## config.mk

```make
export PLATFORM = sky130hd
export DESIGN_NAME = iram_load_fsm
export DESIGN_NICKNAME = d
export VERILOG_FILES = /design/src/common/iram_boot_pkg.sv /design/src/source/iram_load_fsm.sv
export VERILOG_INCLUDE_DIRS = /design/src /design/src/common
export SDC_FILE = /design/constraint.sdc
export NUM_CORES = 1
export LEC_CHECK = 0
export BUFFER_PORTS_ARGS = -buffer_cell sky130_fd_sc_hd__buf_2
export CAP_MARGIN = 20
export CORE_AREA = 4 4 41 43
export CTS_BUF_LIST = sky130_fd_sc_hd__clkbuf_4
export CTS_CLUSTER_SIZE = 16
export DETAILED_ROUTE_END_ITERATION = 10
export DIE_AREA = 0 0 45 47
export GPL_TIMING_DRIVEN = 0
export PLACE_DENSITY = 0.65
export SYNTH_ARGS = -nofsm -noshare
export SYNTH_HDL_FRONTEND = slang
export SYNTH_SLANG_ARGS = --single-unit
export TNS_END_PERCENT = 1
```

## constraint.sdc

```tcl
create_clock -name clk_i -period 3.1 [get_ports clk_i]
set_input_delay 0.31 -clock clk_i [delete_from_list [all_inputs] [get_ports clk_i]]
set_output_delay 0.31 -clock clk_i [all_outputs]
set_load 0.03 [all_outputs]
```

## src/common/iram_boot_params.svh

```systemverilog
// ==========================================================
// Sizes and command codes for the instruction RAM loader.
// The lane count must divide IRAM_DW into 8-bit lanes.
// ==========================================================
`ifndef IRAM_BOOT_PARAMS_SVH
`define IRAM_BOOT_PARAMS_SVH

// RAM geometry.
`define IRAM_AW    13
`define IRAM_DW    32
`define IRAM_LANES 4

// Command bytes, sent with D/C low.
`define CMD_RAM_WR_START 8'h2A
`define CMD_RAM_WR_STOP  8'h2B

`endif
```

## src/common/iram_boot_pkg.sv

```systemverilog
// ==========================================================
// Shared types of the loader. Widths come from the
// params header, which is pulled in here.
// ==========================================================
package iram_boot_pkg;

`include "iram_boot_params.svh"

    typedef logic [7:0]             byte_t;       // One serial byte.
    typedef logic [`IRAM_AW-1:0]    iram_addr_t;  // Word address.
    typedef logic [`IRAM_DW-1:0]    iram_word_t;  // One RAM word.
    typedef logic [`IRAM_LANES-1:0] lane_en_t;    // One-hot lane.

    typedef enum logic [1:0] {
        LD_IDLE   = 2'd0,
        LD_ACTIVE = 2'd1,
        LD_DONE   = 2'd2
    } load_state_t;

endpackage

```

## src/source/iram_load_fsm.sv

```systemverilog
`timescale 1ns/1ns
// ==========================================================
// D/C low marks a command byte, high a data byte.
// Data bytes outside an active load are dropped.
// ==========================================================
module iram_load_fsm
    import iram_boot_pkg::*;
(
    input  logic  clk_i,
    input  logic  rst_n_i,

    input  logic  req_i,
    input  byte_t byte_i,
    input  logic  dc_i,
    output logic  ack_o,

    output logic  lane_clr_o,
    output logic  lane_step_o,
    output logic  wr_en_o,
    output byte_t wr_data_o,

    output logic  load_busy_o,
    output logic  load_done_o
);

`include "iram_boot_params.svh"

    load_state_t state_q;
    logic        req_new;

    assign req_new = req_i & ~ack_o;

    always_ff @(posedge clk_i or negedge rst_n_i) begin
        if (!rst_n_i) begin
            state_q     <= LD_IDLE;
            ack_o       <= 1'b0;
            lane_clr_o  <= 1'b0;
            lane_step_o <= 1'b0;
            wr_en_o     <= 1'b0;
        end else begin
            lane_clr_o  <= 1'b0;  // Single-cycle pulses.
            lane_step_o <= 1'b0;
            wr_en_o     <= 1'b0;

            if (req_new) begin
                ack_o <= 1'b1;
                if (!dc_i) begin
                    case (byte_i)
                        `CMD_RAM_WR_START: begin
                            state_q    <= LD_ACTIVE;
                            lane_clr_o <= 1'b1;
                        end
                        `CMD_RAM_WR_STOP: begin
                            state_q <= (state_q == LD_ACTIVE) ? LD_DONE : LD_IDLE;
                        end
                        default: begin
                            state_q <= LD_IDLE;  // Abort.
                        end
                    endcase
                end else if (state_q == LD_ACTIVE) begin
                    wr_en_o     <= 1'b1;
                    lane_step_o <= 1'b1;
                end
            end else if (ack_o && !req_i) begin
                ack_o <= 1'b0;
            end
        end
    end

    always_ff @(posedge clk_i) begin
        if (req_new) begin
            wr_data_o <= byte_i;
        end
    end

    assign load_busy_o = (state_q == LD_ACTIVE);
    assign load_done_o = (state_q == LD_DONE);

endmodule

```

==> results.sh <==
export IMPL_syn_to_final_growth_pct=36.0
export IMPL_max_vdd_ir_drop_uv=310
export IMPL_grt_pass1_vias=369
export IMPL_path_cells="inv_1, ha_1, nand2b_1, o31ai_2"
export IMPL_setup_viol=0
export IMPL_die_area_sq_um=2120
export IMPL_drtAntennaViolNets=0
export IMPL_grtUsageTotal_pct=10.6
export IMPL_firstDrtPassIters=2
export IMPL_cts_path_max_buffers=2
export IMPL_dp_hpwl_um=754
export IMPL_fin_crit_ns=1.43
export IMPL_power_density_nw_per_um2=636
export IMPL_slowest_delay_ns=0.43
export IMPL_clkLatencyLatePin_ns=0.27
export IMPL_synth_seq_cells=13
export IMPL_path_delay_family="adder cells"
export IMPL_cts_root_buf="clkbuf_4"
export IMPL_grt_max_degree=12
export IMPL_yosysTopAreaCell="edfxtp_1"
export IMPL_die_h_um=47
export IMPL_rows=13
export IMPL_worst_pin_slew_ns=0.464
export IMPL_wl_per_cell_um=12.2
export IMPL_cts_sinks=13
export IMPL_ys_seq_area_share_pct=72.5
export IMPL_clkSlewWorstSetupHoldPaths_ns=0.08
export IMPL_synth_area_top_cells="edfxtp_1 (48%), dfrtp_1 (25%), o31ai_2 (5.0%)"
export IMPL_p_leak_nw=0.332
export IMPL_nNetsFinal=74
export IMPL_antennaDiodeCount=0
export IMPL_grt_overflow=0
export IMPL_use_met2_pct=19.2
export IMPL_synthCells=30
export IMPL_hold_path_class="primary input to register"
export IMPL_maxSlewViolCount=0
export IMPL_io_pins=26
export IMPL_end_kind="register"
export IMPL_path_buf_inv=1
export IMPL_fp_dieW_um=45
export IMPL_viasPerCell=4.41
export IMPL_gp_congestion=0.719
export IMPL_setup_ws_ns=1.67
export IMPL_power_total_w=0.000436
export IMPL_hold_viol_final=0
export IMPL_rsz0062_at_grt="no"
export IMPL_grt_pass1_wl_um=1560
export IMPL_wl_um=916
export IMPL_antenna_found_initial=0
export IMPL_arrival_ns=1.62
export IMPL_port_buffers=25
export IMPL_vias=331
export IMPL_cap_violations=0
export IMPL_top_usage_layer="met2"
export IMPL_setup_tns_ns=0
export IMPL_drt_iter0_drc=2
export IMPL_syn_cell_area_sq_um=504
export IMPL_cp_max_fo=11
export IMPL_synthesis_nets=43
export IMPL_grt_use_met1_pct=11.1
export IMPL_yosys_warnings=0
export IMPL_netlist_area_leader_share_pct=47.6
export IMPL_coreArea_sq_um=1300
export IMPL_yosysUniqueCellTypes=15
export IMPL_dp_cells=70
export IMPL_relSlewSlack_pct=69.1
export IMPL_finalCritPeriodShare_pct=46.3
export IMPL_initial_utilization_pct=38.8
export IMPL_cts_tree="built"
export IMPL_pre_cts_ws_ns=1.66
export IMPL_drive_gt1_share_pct=58.3
export IMPL_status="completed"
export IMPL_numCtsBuffers=3
export IMPL_met3_usage_pct=3.07
export IMPL_layoutNonFillerInstCount=75
export IMPL_route_detailed_drc=0
export IMPL_cts_resized=0
export IMPL_crit_type="register to register"
export IMPL_startpoint_type="register"
export IMPL_crit_path_top_delay_cell="ha_1"
export IMPL_cts_htree_levels=1
export IMPL_critPathRequiredTime_ns=3.29
export IMPL_synth_area_per_cell_sq_um=16.8
export IMPL_fmax_mhz=697
export IMPL_skew_ns=0.00774
worst register-to-register path, stage by stage, from the launching register on:
cell and delay, ns:
dfrtp_1 0.39, inv_1 0.05, ha_1 0.43, nand2b_1 0.23, o31ai_2 0.25
kinds of logic after synthesis:
family	count (synthesis)	synth area share [%]
simple gates	11	15.6
fa+ha+maj	1	2.48
compound gates	2	4.96
mux	1	2.23
flops	13	72.5
buf+inv	2	2.23
cells in the final DEF (no fill, tap or decap), drive strengths merged:
| cell | Yosys | layout |
|---|---|---|
| nor2b | 2 | 2 |
| inv | 1 | 1 |
| and4bb | 1 | 1 |
| ha | 1 | 1 |
| nor3b | 1 | 1 |
| clkinv | 0 | 1 |
| dfrtp | 5 | 5 |
| clkbuf | 0 | 3 |
| nand2b | 1 | 1 |
| dlygate4sd3 | 0 | 1 |
| nor3 | 1 | 1 |
| and3 | 1 | 1 |
| o31ai | 2 | 2 |
| buf | 1 | 26 |
| nand2 | 4 | 4 |
| edfxtp | 8 | 8 |
| mux2 | 1 | 1 |
final timing paths:
check,from,to,slack (ns),cells past startpoint
setup / recovery,ack_o,state_q[1],1.67,4
hold / removal,byte_i[3],wr_data_o[3],0.22,1
setup reg to reg,ack_o,state_q[1],1.67,4
hold reg to reg,state_q[0],state_q[0],0.51,2
max in group asynchronous,rst_n_i,state_q[0],2.59,2
min in group asynchronous,rst_n_i,lane_clr_o,0.37,2
layer usage:
metal	vias to the layer above	part of all wire, %
li1	169	-
met1	143	39
met2	19	48
met3	0	14
met4	0	0
met5	-	0
flip-flops by register name, indices dropped and copies added, names as in the netlist:
signal	count
wr_data_o	8
ack_o	1
state_q	2
wr_en_o	1
lane_clr_o	1
layout make-up:
type,instances,area [sq um]
buffer,1,7.51
multi-input combinational,15,128
fill,117,616
sequential,13,365
inverter,1,3.75
clock inverter,1,5.00
tap,15,18.8
clock buffer,3,22.5
timing repair buffer,26,135
power by group:
group / leakage [nW] / internal (W) / switching, W / total, W
registers: 0.145 / 0.000213 / 0.00000648 / 0.000220
clock network: 0.0177 / 0.0000477 / 0.0000529 / 0.000101
logic: 0.170 / 0.0000360 / 0.0000796 / 0.000116
timing repair:
action | CTS | global route
buffers inserted | 0 | 0
endpoints found under the hold margin | 5 | 0
hold buffers | 1 | 0
stage by stage:
stage,hold WS [ns],utilization (%),instance area (sq um)
6_report,0.220,52.7,686
5_1_grt,0.220,52.7,686
4_1_cts,0.213,52.7,686
3_5_place_dp,0.131,49.8,648
3_3_place_gp,0.126,49.8,648
2_1_floorplan,0.0144,-,504
synth_stat cells:
library cell / number
edfxtp_1: 8
dfrtp_1: 5
nand2_1: 3
nor2b_1: 2
o31ai_2: 2
and3_1: 1
and4bb_1: 1
buf_4: 1
ha_1: 1
inv_1: 1
mux2_2: 1
nand2_2: 1
nand2b_1: 1
nor3_1: 1
nor3b_4: 1
Power figures use the tool's default switching activity.
