## src/common/iram_boot_params.svh

```systemverilog
// ==========================================================
// Sizes and command codes for the instruction RAM loader.
// The lane count must divide IRAM_DW into 8-bit lanes.
// ==========================================================
`ifndef IRAM_BOOT_PARAMS_SVH
`define IRAM_BOOT_PARAMS_SVH

// RAM geometry.
`define IRAM_AW    13
`define IRAM_DW    32
`define IRAM_LANES 4

// Command bytes, sent with D/C low.
`define CMD_RAM_WR_START 8'h2A
`define CMD_RAM_WR_STOP  8'h2B

`endif
```

## src/common/iram_boot_pkg.sv

```systemverilog
// ==========================================================
// Shared types of the loader. Widths come from the
// params header, which is pulled in here.
// ==========================================================
package iram_boot_pkg;

`include "iram_boot_params.svh"

    typedef logic [7:0]             byte_t;       // One serial byte.
    typedef logic [`IRAM_AW-1:0]    iram_addr_t;  // Word address.
    typedef logic [`IRAM_DW-1:0]    iram_word_t;  // One RAM word.
    typedef logic [`IRAM_LANES-1:0] lane_en_t;    // One-hot lane.

    typedef enum logic [1:0] {
        LD_IDLE   = 2'd0,
        LD_ACTIVE = 2'd1,
        LD_DONE   = 2'd2
    } load_state_t;

endpackage

```

## src/source/iram_lane_cnt.sv

```systemverilog
`timescale 1ns/1ns
// ==========================================================
// Lanes fill from most to least significant byte.
// The word address wraps at the top of the RAM.
// ==========================================================
module iram_lane_cnt
    import iram_boot_pkg::*;
(
    input  logic       clk_i,
    input  logic       rst_n_i,

    input  logic       clr_i,
    input  logic       step_i,

    output lane_en_t   lane_en_o,
    output iram_addr_t addr_o
);

`include "iram_boot_params.svh"

    localparam lane_en_t LANE_MSB = lane_en_t'(1) << (`IRAM_LANES - 1);

    lane_en_t   lane_q;
    iram_addr_t addr_q;

    always_ff @(posedge clk_i or negedge rst_n_i) begin
        if (!rst_n_i) begin
            lane_q <= LANE_MSB;
            addr_q <= '0;
        end else if (clr_i) begin
            lane_q <= LANE_MSB;
            addr_q <= '0;
        end else if (step_i) begin
            lane_q <= {lane_q[0], lane_q[`IRAM_LANES-1:1]};
            if (lane_q[0]) begin
                addr_q <= addr_q + 1'b1;  // Word complete.
            end
        end
    end

    assign lane_en_o = lane_q;
    assign addr_o    = addr_q;

endmodule

```

## config.mk

```make
export PLATFORM = sky130hd
export DESIGN_NAME = iram_lane_cnt
export DESIGN_NICKNAME = d
export VERILOG_FILES = /design/src/common/iram_boot_pkg.sv /design/src/source/iram_lane_cnt.sv
export VERILOG_INCLUDE_DIRS = /design/src /design/src/common
export SDC_FILE = /design/constraint.sdc
export NUM_CORES = 1
export LEC_CHECK = 0
export BUFFER_PORTS_ARGS = -buffer_cell sky130_fd_sc_hd__buf_2
export CORE_MARGIN = 10
export CORE_UTILIZATION = 54
export CTS_CLUSTER_SIZE = 10
export DETAILED_ROUTE_END_ITERATION = 7
export PLACE_DENSITY = 0.81
export SETUP_SLACK_MARGIN = 0.15
export SLEW_MARGIN = 25
export SYNTH_ARGS = -nofsm -noshare
export SYNTH_HDL_FRONTEND = slang
export SYNTH_SLANG_ARGS = --single-unit
```

## constraint.sdc

```tcl
create_clock -name clk_i -period 3.54 [get_ports clk_i]
set_input_delay 0.177 -clock clk_i [delete_from_list [all_inputs] [get_ports clk_i]]
set_output_delay 0.177 -clock clk_i [all_outputs]
set_load 0.01 [all_outputs]
```

==> results.yml, run 1 <==
pwr:
  power.leakage_nw: 0.482
  irDropWorstVdd_v: 0.000296
  powerDensity_mw_per_mm2: 338
timing:
  hold_viol_final: 0
  finalClockSkew_ns: 0.00113
  rsz0062_at_grt: "no"
  slew_violations: 0
  setup_ws_ns: 1.99
  worstMarginPinSlew_ns: 0.423
  setup_violations: 0
  fmax_mhz: 647
  max_slew_margin_pct: 71.8
  hold_ws_ns: 0.209
  fin_setup_tns_ns: 0
  finalWorstPathRequiredPeriod_ns: 1.55
  post-route-period-util_pct: 43.7
worst_setup_path:
  path_class: "flop to flop"
  crit_slowest_cell: "dfrtp_1"
  path_max_fanout: 8
  cp_top_family: "flip-flops"
  required_ns: 3.72
  critPathLaunchType: "flop"
  end_kind: "flop"
  path_cells: "a21oi_1 > nor2_1 > nand3_1 > mux2_2"
  cp.arrival_ns: 1.73
  crit_buf_inv: 0
  critPathMaxStageDelay_ns: 0.46
placed_design:
  dp_hpwl_um: 1230
  dp_worst_setup_slack_ns: 2.01
  gp_congestion: 0.765
  portBuffers: 20
synth:
  synth-seq-cells: 17
  synth_cells: 82
  ys_types: 28
  synthTopCellsByArea: "dfrtp_1 (49%), nor2_1 (7.3%), xnor2_1 (5.3%)"
  syn_nets: 87
  syn_avg_cell_area_um2: 9.99
  yosysWarnings: 0
  syn_area_um2: 820
  yosysTopAreaCell: "dfrtp_1"
  yosysTopAreaCellShare_pct: 48.9
  seq_area_frac_synth_pct: 52.1
global_route:
  grt_max_degree: 20
  grt_pass1_vias: 605
  grt_usage_pct: 10.3
  grt_pass1_wl_um: 2820
  overflow: 0
  antenna_found_initial: 0
run:
  drv_cap: 0
drt:
  drcViolationCount: 0
  num_vias: 631
  viasPerCell: 5.30
  initialDrtViolationCount: 9
  firstDrtPassIters: 4
  drt-total-wl_um: 1670
  wl_per_cell_um: 14.0
  ant_nets: 0
clocking:
  clock-sinks: 17
  cts.repair.resized: 0
  clock_path_buffers: 2
  cts_made_buffers: 3
  h-tree-depth: 1
  root_buffer: "clkbuf_4"
  path_clk_slew_ns: 0.09
  tritoncts: "yes"
  clk_latency_ns: 0.29
die:
  rows: 13
  initial_core_util_pct: 60.0
  pin_count: 21
  core_area_mm2: 0.00137
  die_w_um: 59.0
  dieArea_mm2: 0.00348
  die_h_um: 59.0
final_layout:
  area_growth_pct: 16.9
  fillers: 118
  drive_above_1_share_pct: 27.9
  final_nets: 110
  final_cell_mix: "buf_2 (20), nor2_1 (16), dfrtp_1 (16)"
  diodes: 0
  mostFrequentLayoutCell: "buf_2"
run_status:
  outcome: "complete, no violations"
worst_hold_path:
  hold_path.class: "input pin to flop"
-- what timing repair did --
action                                 CTS  global route
endpoints found under the hold margin   16             0
hold buffers                             1             0
buffers inserted                         0             0
-- routing by layer --
layer | wire length, um | GRT usage (%) | up-vias
met3 | 123 | 4.94 | 4
li1 | - | - | 321
met2 | 763 | 15.8 | 14
met5 | 0 | 0 | -
met1 | 762 | 12.2 | 292
met4 | 21 | 3.93 | 0
-- layout make-up --
type	instances	area [um2]	area share (%)
Sequential cell	17	427	44.5
Clock buffer	4	26.3	2.74
Multi-Input combinational cell	60	369	38.5
Tap cell	15	18.8	1.96
Inverter	2	7.51	0.783
Timing Repair Buffer	21	110	11.5
-- cell families (layout without fill, tap and decap cells) --
logic type                 Yosys count  after routing  synth area share (%)
muxes                                4              4                  5.04
adders and majority gates            1              1                  1.53
buffers and inverters                5             27                  2.90
AOI/OAI and AO/OA                    6              6                  4.43
DFF                                 17             17                  52.1
xor gates and xnor gates            10             10                  10.7
and+or+nand+nor                     39             39                  23.4
-- worst register-to-register path: stages, from the launching register on --
cell and delay (ns):
dfrtp_1 0.46, a21oi_1 0.40, nor2_1 0.14, nand3_1 0.11, mux2_2 0.33
-- metrics by stage --
| stage | utilization, % | instance area, um2 | power, mW | cells |
|---|---|---|---|---|
| 6_report | 70.1 | 958 | 0.324 | 119 |
| 3_5_place_dp | 67.5 | 922 | 0.224 | 114 |
| 2_1_floorplan | - | 820 | 0.215 | 82 |
| 4_1_cts | 70.1 | 958 | 0.328 | 119 |
| 5_1_grt | 70.1 | 958 | 0.340 | 119 |
| 3_3_place_gp | 67.5 | 922 | 0.224 | 114 |
-- final timing paths --
check	startpoint	endpoint	slack (ns)	cells past startpoint
max reg2reg	lane_en_o[0]	addr_o[12]	1.99	4
min in group asynchronous	rst_n_i	addr_o[1]	0.33	2
min reg2reg	lane_en_o[3]	lane_en_o[3]	0.52	2
max in group asynchronous	rst_n_i	lane_en_o[3]	2.90	2
min	step_i	lane_en_o[3]	0.21	2
max	lane_en_o[0]	addr_o[12]	1.99	4
-- power breakdown --
group / total, mW / internal [mW] / leakage (nW) / switching (mW)
Clock: 0.103 / 0.0438 / 0.0150 / 0.0591
Sequential: 0.200 / 0.197 / 0.233 / 0.00230
Combinational: 0.0214 / 0.00688 / 0.234 / 0.0145
Total: 0.324 / 0.248 / 0.482 / 0.0759
-- cell usage after synthesis --
| cell type | count |
|---|---|
| dfrtp_1 | 16 |
| nor2_1 | 16 |
| nand3_1 | 8 |
| xnor2_1 | 5 |
| xor2_1 | 5 |
| nand2_1 | 4 |
| a21oi_1 | 3 |
| mux2i_1 | 3 |
| inv_1 | 2 |
| nor3_1 | 2 |
| a21o_2 | 1 |
| and3_1 | 1 |
| and3_2 | 1 |
| and4_4 | 1 |
| buf_1 | 1 |
| buf_2 | 1 |
| buf_4 | 1 |
| dfstp_2 | 1 |
| ha_1 | 1 |
| mux2_2 | 1 |
| nand2_2 | 1 |
| nand4_1 | 1 |
| nor2b_1 | 1 |
| nor4_1 | 1 |
| nor4b_1 | 1 |
| o21ai_0 | 1 |
| o31ai_1 | 1 |
| or4_1 | 1 |
-- state kept, by name, indices dropped and copies added (netlist names) --
name,count
lane_en_o,4
addr_o,13
Power figures use the tool's default switching activity.
==> run 2, diff against run 1 <==
--- a/config.mk
+++ b/config.mk
@@ -6,12 +6,13 @@
 export SDC_FILE = /design/constraint.sdc
 export NUM_CORES = 1
 export LEC_CHECK = 0
+export ABC_AREA = 1
 export BUFFER_PORTS_ARGS = -buffer_cell sky130_fd_sc_hd__buf_2
 export CORE_MARGIN = 10
-export CORE_UTILIZATION = 54
+export CORE_UTILIZATION = 51
 export CTS_CLUSTER_SIZE = 10
 export DETAILED_ROUTE_END_ITERATION = 7
-export PLACE_DENSITY = 0.81
+export PLACE_DENSITY = 0.76
 export SETUP_SLACK_MARGIN = 0.15
 export SLEW_MARGIN = 25
 export SYNTH_ARGS = -nofsm -noshare
==> constraint.sdc (replaced) <==
create_clock -name clk_i -period 1.5 [get_ports clk_i]
set_input_delay 0.075 -clock clk_i [delete_from_list [all_inputs] [get_ports clk_i]]
set_output_delay 0.075 -clock clk_i [all_outputs]
set_load 0.01 [all_outputs]
==> results.yml, run 2 <==
global_route:
  grt_usage_pct: 10.3
  grt_max_degree: 18
  grt_pass1_wl_um: 3370
  overflow: 0
  antenna_found_initial: 0
  grt_pass1_vias: 757
pwr:
  irDropWorstVdd_v: 0.000394
  powerDensity_mw_per_mm2: 734
  power.leakage_nw: 0.571
  p_total_uw: 816
timing:
  post-route-period-util_pct: 87.8
  finalWorstPathRequiredPeriod_ns: 1.32
  setup_violations: 0
  finalClockSkew_ns: 0.0144
  slew_violations: 0
  fin_setup_tns_ns: 0
  max_slew_margin_pct: 75.4
  hold_ws_ns: 0.00387
  fmax_mhz: 759
  setup_ws_ns: 0.183
  worstMarginPinSlew_ns: 0.369
  rsz0062_at_grt: "yes"
  hold_viol_final: 0
synth:
  syn_area_um2: 917
  synth-edff-count: 0
  synthTopCellsByArea: "dfrtp_1 (44%), nand2_1 (11%), inv_1 (6.5%)"
  synth_ff_type: "dfrtp_1"
  yosysTopAreaCellShare_pct: 43.7
  synth_most_common_cell: "nand2_1"
  synth_common_cells: "nand2_1 (27), dfrtp_1 (16), inv_1 (16)"
  ys_types: 23
  yosysTopAreaCell: "dfrtp_1"
  seq_area_frac_synth_pct: 46.5
  synth_cells: 117
  syn_avg_cell_area_um2: 7.84
  syn_nets: 122
  synth-seq-cells: 17
  synthArstFlopShare_pct: 100
  yosysWarnings: 0
clocking:
  clock-sinks: 17
  tritoncts: "yes"
  clk_latency_ns: 0.29
  root_buffer: "clkbuf_4"
  h-tree-depth: 1
  clock_path_buffers: 2
  cts_made_buffers: 3
  path_clk_slew_ns: 0.11
die:
  rows: 15
  die_h_um: 62.4
  dieArea_mm2: 0.00389
  pin_count: 21
  die_w_um: 62.4
  initial_core_util_pct: 53.7
  core_area_mm2: 0.00171
final_layout:
  final_nets: 149
  instances_no_fill: 168
  diodes: 0
  area_growth_pct: 21.1
  fillers: 137
  final_cell_mix: "nand2_1 (25), buf_2 (20), inv_1 (16), dfrtp_1 (16), nor2_1 (12)"
  drive_above_1_share_pct: 29.4
  mostFrequentLayoutCell: "nand2_1"
  largest_reg_flops: 13
placed_design:
  gp_congestion: 0.853
  portBuffers: 20
  placed_cells: 160
  dp_hpwl_um: 1550
  dp_worst_setup_slack_ns: 0.150
drt:
  ant_nets: 0
  firstDrtPassIters: 4
  drt-total-wl_um: 1970
  drcViolationCount: 0
  viasPerCell: 4.92
  initialDrtViolationCount: 23
  wl_per_cell_um: 11.7
  num_vias: 826
run:
  drv_cap: 0
worst_hold_path:
  hold_path.class: "input pin to flop"
worst_setup_path:
  required_ns: 1.70
  critPathLaunchType: "flop"
  path_cells: "ha_2 > nand2_2 > nor2_4 > nand2_2 > nor2_4 > nand3_2 > nand2_1 > nor2_1"
  cp.arrival_ns: 1.51
  end_kind: "flop"
  crit_slowest_cell: "dfrtp_1"
  critPathMaxStageDelay_ns: 0.42
  path_max_fanout: 4
  cp_top_family: "simple AND/OR/NAND/NOR gates"
  crit_buf_inv: 0
  path_class: "flop to flop"
run_status:
  outcome: "complete, no violations"
## run 2: final timing paths
| check | from | to | slack, ns | cells after the start |
|---|---|---|---|---|
| max reg2reg | addr_o[1] | addr_o[12] | 0.18 | 8 |
| min in group asynchronous | rst_n_i | addr_o[12] | 0.22 | 2 |
| max | addr_o[1] | addr_o[12] | 0.18 | 8 |
| max in group asynchronous | rst_n_i | lane_en_o[3] | 0.97 | 2 |
| min | step_i | lane_en_o[3] | 0.004 | 2 |
| min reg2reg | lane_en_o[3] | lane_en_o[3] | 0.51 | 2 |
## run 2: repair_timing
| item | CTS | global route |
|---|---|---|
| pin swaps | 0 | 3 |
| setup buffers | 0 | 2 |
| cloned | 0 | 0 |
| endpoints found under the hold margin | 18 | 0 |
| setup endpoints to repair | 1 | 4 |
| hold buffers | 2 | 0 |
| gates resized for setup | 1 | 6 |
## run 2: worst register-to-register path, stage by stage, from the launching register on
cell and delay (ns):
dfrtp_1 0.42, ha_2 0.21, nand2_2 0.07, nor2_4 0.15, nand2_2 0.09, nor2_4 0.14
nand3_2 0.06, nand2_1 0.06, nor2_1 0.04
## run 2: cell type report
cell class	count	area (um2)	area share [%]
Clock buffer	3	22.5	2.03
Sequential cell	17	427	38.4
Inverter	18	67.6	6.08
Clock inverter	1	5.00	0.450
Tap cell	25	31.3	2.82
Multi-Input combinational cell	80	423	38.1
Timing Repair Buffer	24	135	12.2
## run 2: layer usage
metal,GRT usage [%],wire [um],vias up
met3,4.30,110,2
met5,0,0,-
met1,11.7,898,385
met2,16.5,951,18
li1,-,-,421
met4,4.19,13,0
## run 2: kinds of logic (layout without fill, tap and decap cells)
family                   count (synthesis)  count (layout)  synth area share (%)
AND/OR/NAND/NOR                         62              62                  31.7
XOR/XNOR                                 1               1                 0.955
flip-flops                              17              17                  46.5
AO/OA/AOI/OAI                           16              16                  9.41
buffers and inverters                   20              46                  10.1
adder cells (fa/ha/maj)                  1               1                  1.36
## run 2: power breakdown
part           switching [mW]  internal [mW]  total, mW
clock                   0.148         0.0990      0.247
combinational          0.0530         0.0311     0.0841
sequential             0.0121          0.473      0.485
## run 2: through the flow
| step | util, % | area (um2) |
|---|---|---|
| global placement | 59.9 | 1020 |
| CTS | 62.9 | 1070 |
| global route | 65.1 | 1110 |
| detailed placement | 59.9 | 1020 |
| finish | 65.1 | 1110 |
| floorplan | - | 917 |
