$ cat src/common/iram_boot_params.svh
// ==========================================================
// Sizes and command codes for the instruction RAM loader.
// The lane count must divide IRAM_DW into 8-bit lanes.
// ==========================================================
`ifndef IRAM_BOOT_PARAMS_SVH
`define IRAM_BOOT_PARAMS_SVH

// RAM geometry.
`define IRAM_AW    13
`define IRAM_DW    32
`define IRAM_LANES 4

// Command bytes, sent with D/C low.
`define CMD_RAM_WR_START 8'h2A
`define CMD_RAM_WR_STOP  8'h2B

`endif
$ cat src/common/iram_boot_pkg.sv
// ==========================================================
// Shared types of the loader. Widths come from the
// params header, which is pulled in here.
// ==========================================================
package iram_boot_pkg;

`include "iram_boot_params.svh"

    typedef logic [7:0]             byte_t;       // One serial byte.
    typedef logic [`IRAM_AW-1:0]    iram_addr_t;  // Word address.
    typedef logic [`IRAM_DW-1:0]    iram_word_t;  // One RAM word.
    typedef logic [`IRAM_LANES-1:0] lane_en_t;    // One-hot lane.

    typedef enum logic [1:0] {
        LD_IDLE   = 2'd0,
        LD_ACTIVE = 2'd1,
        LD_DONE   = 2'd2
    } load_state_t;

endpackage

$ cat src/spi_rx/spi_byte_rx.sv
`timescale 1ns/1ns
// ==========================================================
// Pins are async to clk_i; SCLK must not exceed clk_i/8.
// A byte ending while a request is still open is dropped.
// ==========================================================
module spi_byte_rx
    import iram_boot_pkg::*;
(
    input  logic  clk_i,
    input  logic  rst_n_i,

    input  logic  spi_sclk_i,
    input  logic  spi_mosi_i,
    input  logic  spi_cs_n_i,
    input  logic  spi_dc_i,

    input  logic  ack_i,
    output logic  req_o,
    output byte_t byte_o,
    output logic  dc_o
);

    logic [1:0] sclk_sync;
    logic [1:0] mosi_sync;
    logic [1:0] cs_n_sync;
    logic [1:0] dc_sync;
    logic       sclk_prev;
    logic       sclk_rise;
    logic [2:0] bit_cnt;
    logic [6:0] shift_q;
    logic       byte_done;
    logic       byte_take;

    always_ff @(posedge clk_i or negedge rst_n_i) begin
        if (!rst_n_i) begin
            sclk_sync <= 2'b00;
            mosi_sync <= 2'b00;
            cs_n_sync <= 2'b11;  // Deselected.
            dc_sync   <= 2'b00;
            sclk_prev <= 1'b0;
        end else begin
            sclk_sync <= {sclk_sync[0], spi_sclk_i};
            mosi_sync <= {mosi_sync[0], spi_mosi_i};
            cs_n_sync <= {cs_n_sync[0], spi_cs_n_i};
            dc_sync   <= {dc_sync[0], spi_dc_i};
            sclk_prev <= sclk_sync[1];
        end
    end

    assign sclk_rise = sclk_sync[1] & ~sclk_prev;
    assign byte_done = sclk_rise & ~cs_n_sync[1] & (bit_cnt == 3'd7);
    assign byte_take = byte_done & ~req_o & ~ack_i;  // Only with the handshake idle.

    always_ff @(posedge clk_i or negedge rst_n_i) begin
        if (!rst_n_i) begin
            bit_cnt <= 3'd0;
        end else if (cs_n_sync[1]) begin
            bit_cnt <= 3'd0;
        end else if (sclk_rise) begin
            bit_cnt <= bit_cnt + 3'd1;  // Wraps after bit 7.
        end
    end

    always_ff @(posedge clk_i) begin
        if (sclk_rise && !cs_n_sync[1]) begin
            shift_q <= {shift_q[5:0], mosi_sync[1]};  // MSB first.
        end
    end

    // Sender side of the four-phase handshake.
    always_ff @(posedge clk_i or negedge rst_n_i) begin
        if (!rst_n_i) begin
            req_o <= 1'b0;
        end else if (req_o && ack_i) begin
            req_o <= 1'b0;
        end else if (byte_take) begin
            req_o <= 1'b1;
        end
    end

    always_ff @(posedge clk_i) begin
        if (byte_take) begin
            byte_o <= {shift_q, mosi_sync[1]};
            dc_o   <= dc_sync[1];  // D/C taken with bit 8.
        end
    end

endmodule

$ cat config.mk
export PLATFORM = sky130hd
export DESIGN_NAME = spi_byte_rx
export DESIGN_NICKNAME = d
export VERILOG_FILES = /design/src/common/iram_boot_pkg.sv /design/src/spi_rx/spi_byte_rx.sv
export VERILOG_INCLUDE_DIRS = /design/src /design/src/common
export SDC_FILE = /design/constraint.sdc
export NUM_CORES = 1
export LEC_CHECK = 0
export ABC_AREA = 0
export BUFFER_PORTS_ARGS = -buffer_cell sky130_fd_sc_hd__buf_2
export CAP_MARGIN = 20
export CELL_PAD_IN_SITES_DETAIL_PLACEMENT = 1
export CELL_PAD_IN_SITES_GLOBAL_PLACEMENT = 1
export CORE_ASPECT_RATIO = 1.1
export CORE_MARGIN = 4
export CORE_UTILIZATION = 44
export CTS_BUF_LIST = sky130_fd_sc_hd__clkbuf_16
export DETAILED_ROUTE_END_ITERATION = 16
export GPL_ROUTABILITY_DRIVEN = 0
export PLACE_DENSITY = 0.85
export SLEW_MARGIN = 5
export SYNTH_ARGS = -nofsm -noshare
export SYNTH_HDL_FRONTEND = slang
export SYNTH_SLANG_ARGS = --single-unit
$ cat constraint.sdc
create_clock -name clk_i -period 1.95 [get_ports clk_i]
set_clock_uncertainty 0.15 [all_clocks]
set_input_delay 0.4875 -clock clk_i [delete_from_list [all_inputs] [get_ports clk_i]]
set_output_delay 0.4875 -clock clk_i [all_outputs]
set_load 0.02 [all_outputs]
==> impl_metrics.yaml, run 1 <==
setup_path:
  cp_data_required_time_ns: 1.72
  cp_max_fo: 9
  cpPeakStageDelay_ns: 0.40
  cp.arrival_ns: 1.35
  crit_top_cell: "ha_1"
  path_buf_inv: 0
  crit_type: "flip-flop to flip-flop"
  worstSetupStartpointType: "flip-flop"
  crit_family: "simple AND/OR/NAND/NOR gates"
  path_cells: "ha_1, ha_1, and3_1"
  crit_path_end_kind: "flip-flop"
  crit_slowest_cell: "and3_1"
final_layout:
  final_area_um2: 1190
  layout_common_cells: "16 x edfxtp_1, 16 x buf_2, 11 x dfrtp_1"
  post-route-util_pct: 59.4
  multi_input_area_um2: 110
  diodes: 0
  area_growth_pct: 29.3
  fill_cells: 201
  fin_nets: 77
  drive_above_1_share_pct: 37.7
  regArea_um2: 808
synthesis:
  synthDistinctLibCells: 11
  synthAdderAreaFrac_pct: 2.72
  synth_fp_nets: 52
  synth_top_family_by_area: "simple AND/OR/NAND/NOR gates"
  synth_area_um2: 918
  synthMuxAreaShare_pct: 2.18
  synthXorXnorAreaFrac_pct: 0.954
  synth_compound_area_share_pct: 0.545
  synthCells: 43
  ys_ff_latch: 29
  synth-simple-area-share_pct: 5.59
  seq_area_frac_synth_pct: 88.0
  synth_area_per_cell_um2: 21.4
  yosys_warnings: 0
pwr:
  vdd_ir_drop_max_mv: 0.772
  power_mw: 1.38
  p_leak_nw: 0.508
  powerDensity_nw_per_um2: 1160
placement:
  io_buffer_count: 16
  dp_hpwl_um: 893
  postPlaceCellArea_um2: 1040
sta:
  setup_viol: 0
  slew_headroom_pct: 73.9
  tightest_slew_ns: 0.392
  hold_viol: 0
  finalMaxSlewViolations: 0
  rsz0062_at_grt: "false"
  tns_ns: 0
  clock.fmax_mhz: 636
  fin_hold_ws_ns: 0.178
  min_period_ns: 1.57
  finalCritPeriodShare_pct: 80.7
detailed_routing:
  drc_errors: 0
  viasPerCell: 4.70
  wl_per_cell_um: 13.4
  dr.pass1.iters: 4
  drt_iter0_markers: 8
  antenna_left: 0
  via_count: 456
  drt_wl_total_um: 1300
floorplan:
  fp.dieH_um: 55.9
  fp.dieW_um: 51.6
  ios: 17
  initial_core_util_pct: 45.9
  design.die.area_um2: 2880
  core.rowCount: 17
  core_area_um2: 2000
global_routing:
  overflow: 0
  grt_pass1_vias: 464
  grt_max_degree: 14
  grt_use_total_pct: 11.1
  grt_pass1_wl_um: 2130
  antenna_found_initial: 0
clock_tree:
  cts_root_buf: "clkbuf_16"
  clk_latency_ns: 0.27
  htreeDepth: 2
  post_cts_resized: 0
  cts.sink_count: 29
  cts_tree: "built"
  clk_pin_slew_ns: 0.04
  cts_made_buffers: 5
  cts_buffer_depth: 2
hold_path:
  min_path_type: "primary input to flip-flop"
run:
  cap_violations: 0
run_status:
  status: "completed"
sequential cells by signal, summed over array words and instances (netlist names):
name       count
byte_o         8
shift_q        7
bit_cnt        3
cs_n_sync      2
dc_sync        2
mosi_sync      2
sclk_sync      2
dc_o           1
req_o          1
sclk_prev      1
through the flow:
step / std cells / worst slack (ns)
5_1_grt: 97 / 0.266
2_1_floorplan: 43 / 0.196
3_3_place_gp: 88 / 0.399
6_report: 97 / 0.376
4_1_cts: 97 / 0.346
3_5_place_dp: 88 / 0.356
metal layers:
metal	GRT usage [%]	wire length, µm	vias up
li1	-	-	204
met1	11.7	500	232
met2	16.5	686	20
met3	5.90	115	0
met4	7.87	0	0
met5	0	0	-
cell families after synthesis:
family,Yosys count
multiplexers,2
flip-flops,29
adder cells (fa/ha/maj),2
AO/OA/AOI/OAI,1
XOR/XNOR,1
AND/OR/NAND/NOR,8
report_power, final:
part | internal [mW] | switching, mW
logic | 0.0135 | 0.0138
clock network | 0.454 | 0.223
registers | 0.666 | 0.00866
synth_stat cells:
library cell  instances  share of area, %
a21oi_1               1              0.54
and3_1                1              0.68
dfrtp_1              11                30
dfstp_2               2               5.7
edfxtp_1             16                52
ha_1                  2               2.7
mux2i_1               2               2.2
nor2_1                5               2.0
nor2b_4               1               1.5
nor3b_2               1               1.4
xnor2_1               1              0.95
repair_timing:
item,in CTS,in global routing
hold buffers,1,0
hold endpoints to repair,11,0
endpoints found under the setup margin,0,0
setup buffers,0,0
final timing paths:
kind,depth (start not counted),startpoint,slack (ns),endpoint
worst min register to register,0,dc_sync[0],0.19,dc_sync[1]
worst max register to register,3,bit_cnt[0],0.38,byte_o[5]
worst max-delay path,3,bit_cnt[0],0.38,byte_o[5]
worst min-delay path,1,spi_dc_i,0.18,dc_sync[0]
min in group asynchronous,2,rst_n_i,0.49,bit_cnt[1]
max in group asynchronous,2,rst_n_i,0.89,cs_n_sync[0]
cell type report:
type	instances	area share, %
Tap cell	28	2.95
Sequential cell	29	68.1
Timing Repair Buffer	18	8.22
Clock inverter	3	0.948
Multi-Input combinational cell	14	9.27
Clock buffer	5	10.5
Power figures use the tool's default switching activity.
==> run 2, diff against run 1 <==
--- a/config.mk
+++ b/config.mk
@@ -6,18 +6,18 @@
 export SDC_FILE = /design/constraint.sdc
 export NUM_CORES = 1
 export LEC_CHECK = 0
-export ABC_AREA = 0
+export ABC_AREA = 1
 export BUFFER_PORTS_ARGS = -buffer_cell sky130_fd_sc_hd__buf_2
 export CAP_MARGIN = 20
 export CELL_PAD_IN_SITES_DETAIL_PLACEMENT = 1
 export CELL_PAD_IN_SITES_GLOBAL_PLACEMENT = 1
 export CORE_ASPECT_RATIO = 1.1
 export CORE_MARGIN = 4
-export CORE_UTILIZATION = 44
+export CORE_UTILIZATION = 39
 export CTS_BUF_LIST = sky130_fd_sc_hd__clkbuf_16
 export DETAILED_ROUTE_END_ITERATION = 16
 export GPL_ROUTABILITY_DRIVEN = 0
-export PLACE_DENSITY = 0.85
+export PLACE_DENSITY = 0.81
 export SLEW_MARGIN = 5
 export SYNTH_ARGS = -nofsm -noshare
 export SYNTH_HDL_FRONTEND = slang
==> constraint.sdc (replaced) <==
create_clock -name clk_i -period 1.4 [get_ports clk_i]
set_clock_uncertainty 0.15 [all_clocks]
set_input_delay 0.35 -clock clk_i [delete_from_list [all_inputs] [get_ports clk_i]]
set_output_delay 0.35 -clock clk_i [all_outputs]
set_load 0.02 [all_outputs]
==> impl_metrics.yaml, run 2 <==
pwr:
  power_mw: 1.97
  p_seq_share_pct: 47.5
  p_leak_nw: 0.539
  clkPwrFrac_pct: 50.4
  intPower_mw: 1.59
  powerDensity_nw_per_um2: 1540
  vdd_ir_drop_max_mv: 0.995
  p_comb_share_pct: 2.2
  switching_share_pct: 19.3
  p_sw_mw: 0.382
sta:
  min_period_ns: 1.45
  setup_viol: 9
  slew_headroom_pct: 81.2
  hold_viol: 0
  tightest_slew_ns: 0.282
  finalMaxSlewViolations: 0
  rsz0062_at_grt: "true"
  clock.fmax_mhz: 689
  finalCritPeriodShare_pct: 104
  finalWorstSetupSlack_ns: -0.0523
  fin_hold_ws_ns: 0.0311
floorplan:
  initial_core_util_pct: 41.0
  fp.dieH_um: 59.3
  core_area_um2: 2270
  core.rowCount: 18
  ios: 17
  design.die.area_um2: 3240
  fp.dieW_um: 54.6
synthesis:
  synth_area_um2: 933
  synthTopCellsByCount: "16 x edfxtp_1, 11 x dfrtp_1, 6 x nand2_1"
  seq_area_frac_synth_pct: 86.6
  synth-main-ff-cell: "edfxtp_1"
  ys_ff_latch: 29
  synthCells: 49
  synth_most_common_cell: "edfxtp_1"
  async_reset_ff_share_pct: 44.8
  yosys_warnings: 0
  synth_fp_nets: 58
  synth_top_area_share_pct: 51.5
  synthDistinctLibCells: 14
  synth_edf_count: 16
  yosys-top-cells-area: "edfxtp_1 51%, dfrtp_1 29%, dfstp_2 5.6%"
  synth_area_per_cell_um2: 19.0
  synth_top_area_cell: "edfxtp_1"
setup_path:
  path_cells: "ha_2, ha_4, nand2_4, nor3_4, buf_12"
  cp_data_required_time_ns: 1.24
  crit_path_end_kind: "flip-flop"
  rr_startpoint: "bit_cnt[0]"
  cpPeakStageDelay_ns: 0.35
  crit_slowest_cell: "dfrtp_1"
  crit_family: "flip-flops"
  cp.arrival_ns: 1.29
  path_buf_inv: 1
  worstSetupStartpointType: "flip-flop"
  cp-startpoint: "bit_cnt[0]"
  crit_type: "flip-flop to flip-flop"
  cp_max_fo: 9
final_layout:
  area_growth_pct: 37.4
  layout_common_cells: "16 x edfxtp_1, 16 x buf_2, 11 x dfrtp_1"
  diodes: 0
  drive_above_1_share_pct: 50.6
  regMostFlops: "byte_o"
  fill_cells: 223
  fin_nets: 87
  largest_reg_flops: 8
  final_area_um2: 1280
  top_regs: "byte_o: 8 flops, shift_q: 7 flops, bit_cnt: 3 flops"
clock_tree:
  cts_tree: "built"
  htreeDepth: 2
  cts_made_buffers: 5
  clk_latency_ns: 0.27
  post_cts_resized: 0
  cts_buffer_depth: 2
  clk_pin_slew_ns: 0.05
  cts.sink_count: 29
  cts_root_buf: "clkbuf_16"
global_routing:
  antenna_found_initial: 0
  grt_use_total_pct: 11.4
  grt_max_degree: 14
  grt_pass1_wl_um: 2330
  grt_pass1_vias: 556
  overflow: 0
detailed_routing:
  antenna_left: 0
  dr.pass1.iters: 3
  viasPerCell: 4.45
  via_count: 485
  drt_iter0_markers: 2
  drc_errors: 0
  wl_per_cell_um: 12.9
  drt_wl_total_um: 1410
placement:
  place_ws_ns: -0.0689
  io_buffer_count: 16
  postPlaceCellArea_um2: 1120
run_status:
  violations: "negative setup slack"
  status: "finished with violations"
hold_path:
  min-delay-start: "spi_mosi_i"
  min_path_type: "primary input to flip-flop"
run:
  cap_violations: 0
[run 2: changes by cell type in the layout (fill, tap and decap cells not counted), sizes merged, moves of 2 or more]
cell	before	now
o21ai	0	2
mux2i	2	0
nand3	0	4
buf	17	21
nand2	0	7
nor2	5	1
[run 2: final timing paths]
check / to / slack (ns) / cells after the start
worst max-delay path: byte_o[2] / -0.05 / 5
worst min-delay path: mosi_sync[0] / 0.03 / 1
worst min register to register: mosi_sync[1] / 0.20 / 0
worst max register to register: byte_o[2] / -0.05 / 5
min in group asynchronous: sclk_sync[0] / 0.35 / 2
max in group asynchronous: cs_n_sync[0] / 0.48 / 2
[run 2: power groups by stage]
stage               sequential [mW]  combinational [mW]  clock [mW]
floorplan                     0.949              0.0168           0
global placement              0.950              0.0390           0
detailed placement            0.952              0.0413           0
CTS                           0.938              0.0440        1.02
global route                  0.938              0.0492        1.07
finish                        0.937              0.0425       0.994
[run 2: final cells by class]
type                       count  area [µm²]  share of cell area (%)
sequential                    29         808                    63.0
clock inverter                 3        17.5                    1.37
multi-input combinational     17         143                    11.1
tap                           30        37.5                    2.93
clock buffer                   5         125                    9.76
timing repair buffer          22         140                    10.9
inverter                       3        11.3                   0.878
[run 2: cells by family (layout without fill, tap and decap cells)]
logic type | after synthesis | in the layout | synth area share, %
AO/OA/AOI/OAI | 2 | 2 | 1.47
adder cells (fa/ha/maj) | 2 | 2 | 2.68
buffers and inverters | 3 | 33 | 1.21
flip-flops | 29 | 29 | 86.6
AND/OR/NAND/NOR | 13 | 13 | 8.04
[run 2: metrics by stage]
stage                     std cells  setup TNS [ns]  util (%)
final                           109          -0.463      56.4
after floorplan                  49          -0.763         -
after global routing            109          -0.868      56.4
after global placement           99          -0.198      49.3
after CTS                       108          -0.637      56.1
after detailed placement         99          -0.617      49.3
[run 2: metal layers]
metal | track usage, % | vias to the layer above | routed length [µm] | part of all wire (%)
met2 | 16.7 | 20 | 695 | 49
met1 | 10.9 | 229 | 529 | 38
met4 | 8.54 | 0 | 55 | 3.9
li1 | - | 228 | - | -
met5 | 0 | - | 0 | 0
met3 | 7.81 | 8 | 127 | 9.0
[run 2: worst register-to-register path: cells and delay by family, from the launching register on]
family | cells | cell delay, ns
DFF | 1 | 0.35
buffers and inverters | 1 | 0.15
adders and majority gates | 2 | 0.33
and+or+nand+nor | 2 | 0.20
[run 2: what timing repair did]
item                       in CTS  in global routing
setup endpoints to repair       9                 10
gates cloned                    0                  0
hold buffers                    1                  0
buffers inserted                0                  1
hold endpoints to repair       11                  0
==> run 3, diff against run 2 <==
--- a/config.mk
+++ b/config.mk
@@ -6,7 +6,6 @@
 export SDC_FILE = /design/constraint.sdc
 export NUM_CORES = 1
 export LEC_CHECK = 0
-export ABC_AREA = 1
 export BUFFER_PORTS_ARGS = -buffer_cell sky130_fd_sc_hd__buf_2
 export CAP_MARGIN = 20
 export CELL_PAD_IN_SITES_DETAIL_PLACEMENT = 1
==> impl_metrics.yaml, run 3 (synthesized netlist as in run 1, its figures left out) <==
run_status:
  status: "completed"
floorplan:
  core.rowCount: 18
  design.die.area_um2: 3200
  fp.dieW_um: 54.3
  ios: 17
  core_area_um2: 2250
  fp.dieH_um: 58.9
  initial_core_util_pct: 40.8
final_layout:
  final_cell_count_no_fill: 102
  drive_above_1_share_pct: 45.8
  fin_nets: 80
  final_area_um2: 1240
  largest_reg_flops: 8
  layout_common_cells: "16 x edfxtp_1, 16 x buf_2, 11 x dfrtp_1"
  post-route-util_pct: 55.2
  regMostFlops: "byte_o"
  diodes: 0
  top_regs: "byte_o: 8 flops, shift_q: 7 flops, bit_cnt: 3 flops"
  area_growth_pct: 35.4
setup_path:
  cp.arrival_ns: 1.18
  crit_type: "flip-flop to flip-flop"
  cp_data_required_time_ns: 1.23
  worstSetupStartpointType: "flip-flop"
  cp_max_fo: 5
  crit_path_end_kind: "flip-flop"
pwr:
  power_mw: 1.94
  powerDensity_nw_per_um2: 1560
  vdd_ir_drop_max_mv: 0.994
  p_leak_nw: 0.512
sta:
  rsz0062_at_grt: "false"
  tightest_slew_ns: 0.272
  finalWorstSetupSlack_ns: 0.0474
  finalCritPeriodShare_pct: 96.6
  fin_hold_ws_ns: 0.0328
  min_period_ns: 1.35
  tns_ns: 0
  finalMaxSlewViolations: 0
  clock.fmax_mhz: 739
  setup_viol: 0
  slew_headroom_pct: 81.9
  hold_viol: 0
run:
  cap_violations: 0
detailed_routing:
  dr.pass1.iters: 4
  viasPerCell: 4.60
  antenna_left: 0
  wl_per_cell_um: 13.1
  drt_iter0_markers: 8
  drc_errors: 0
  drt_wl_total_um: 1340
  via_count: 469
placement:
  io_buffer_count: 16
  postPlaceCellArea_um2: 1060
  placed_cells: 91
  place_ws_ns: 0.0149
global_routing:
  overflow: 0
  grt_max_degree: 14
  grt_pass1_vias: 539
  antenna_found_initial: 0
  grt_pass1_wl_um: 2210
  grt_use_total_pct: 11.2
clock_tree:
  cts.sink_count: 29
  clk_pin_slew_ns: 0.05
  cts_tree: "built"
  cts_root_buf: "clkbuf_16"
  cts_buffer_depth: 2
  cts_made_buffers: 5
  clk_latency_ns: 0.27
  htreeDepth: 2
hold_path:
  min_path_type: "primary input to flip-flop"
==> run 3: cell count changes in the layout (fill, tap and decap cells not counted), sizes merged, moves of 2 or more <==
cell | before | now
buf | 21 | 19
and3 | 0 | 2
mux2i | 0 | 2
nand2 | 7 | 0
nand3 | 4 | 0
nor2 | 1 | 5
o21ai | 2 | 0
inv | 3 | 0
==> run 3: final cells by class <==
cell class / instances / area, µm²
Clock inverter: 3 / 12.5
Sequential cell: 29 / 808
Fill cell: 223 / 1010
Multi-Input combinational cell: 15 / 148
Clock buffer: 5 / 125
Timing Repair Buffer: 20 / 113
Tap cell: 30 / 37.5
==> run 3: what timing repair did <==
item / in CTS / in global routing
endpoints found under the setup margin: 9 / 5
hold buffers: 1 / 0
buffers inserted: 1 / 0
endpoints found under the hold margin: 11 / 0
gates resized for setup: 2 / 2
cloned: 1 / 0
==> run 3: per-layer routing <==
metal  share of wire (%)  track usage [%]  routed length [µm]
met5                   0                0                   0
met4                 4.3             11.7                  57
met3                 8.0             5.32                 107
met2                  53             17.4                 705
met1                  35             9.61                 464
==> run 3: path summary, 6_finish.rpt <==
kind | cells after the start | from | slack [ns] | end
setup / recovery | 3 | bit_cnt[0] | 0.05 | byte_o[6]
hold / removal | 1 | spi_cs_n_i | 0.03 | cs_n_sync[0]
setup reg to reg | 3 | bit_cnt[0] | 0.05 | byte_o[6]
hold reg to reg | 0 | sclk_sync[0] | 0.19 | sclk_sync[1]
max in group asynchronous | 2 | rst_n_i | 0.50 | cs_n_sync[0]
min in group asynchronous | 2 | rst_n_i | 0.33 | bit_cnt[2]
==> run 3: worst max-delay path, stage by stage (launching register included) <==
cell and delay, ns:
dfrtp_1 0.36, ha_2 0.20, ha_4 0.13, and3_4 0.21
==> run 3: where the power goes <==
| part | switching, mW | internal, mW |
|---|---|---|
| Combinational | 0.0222 | 0.0254 |
| Clock | 0.320 | 0.637 |
| Sequential | 0.0122 | 0.928 |
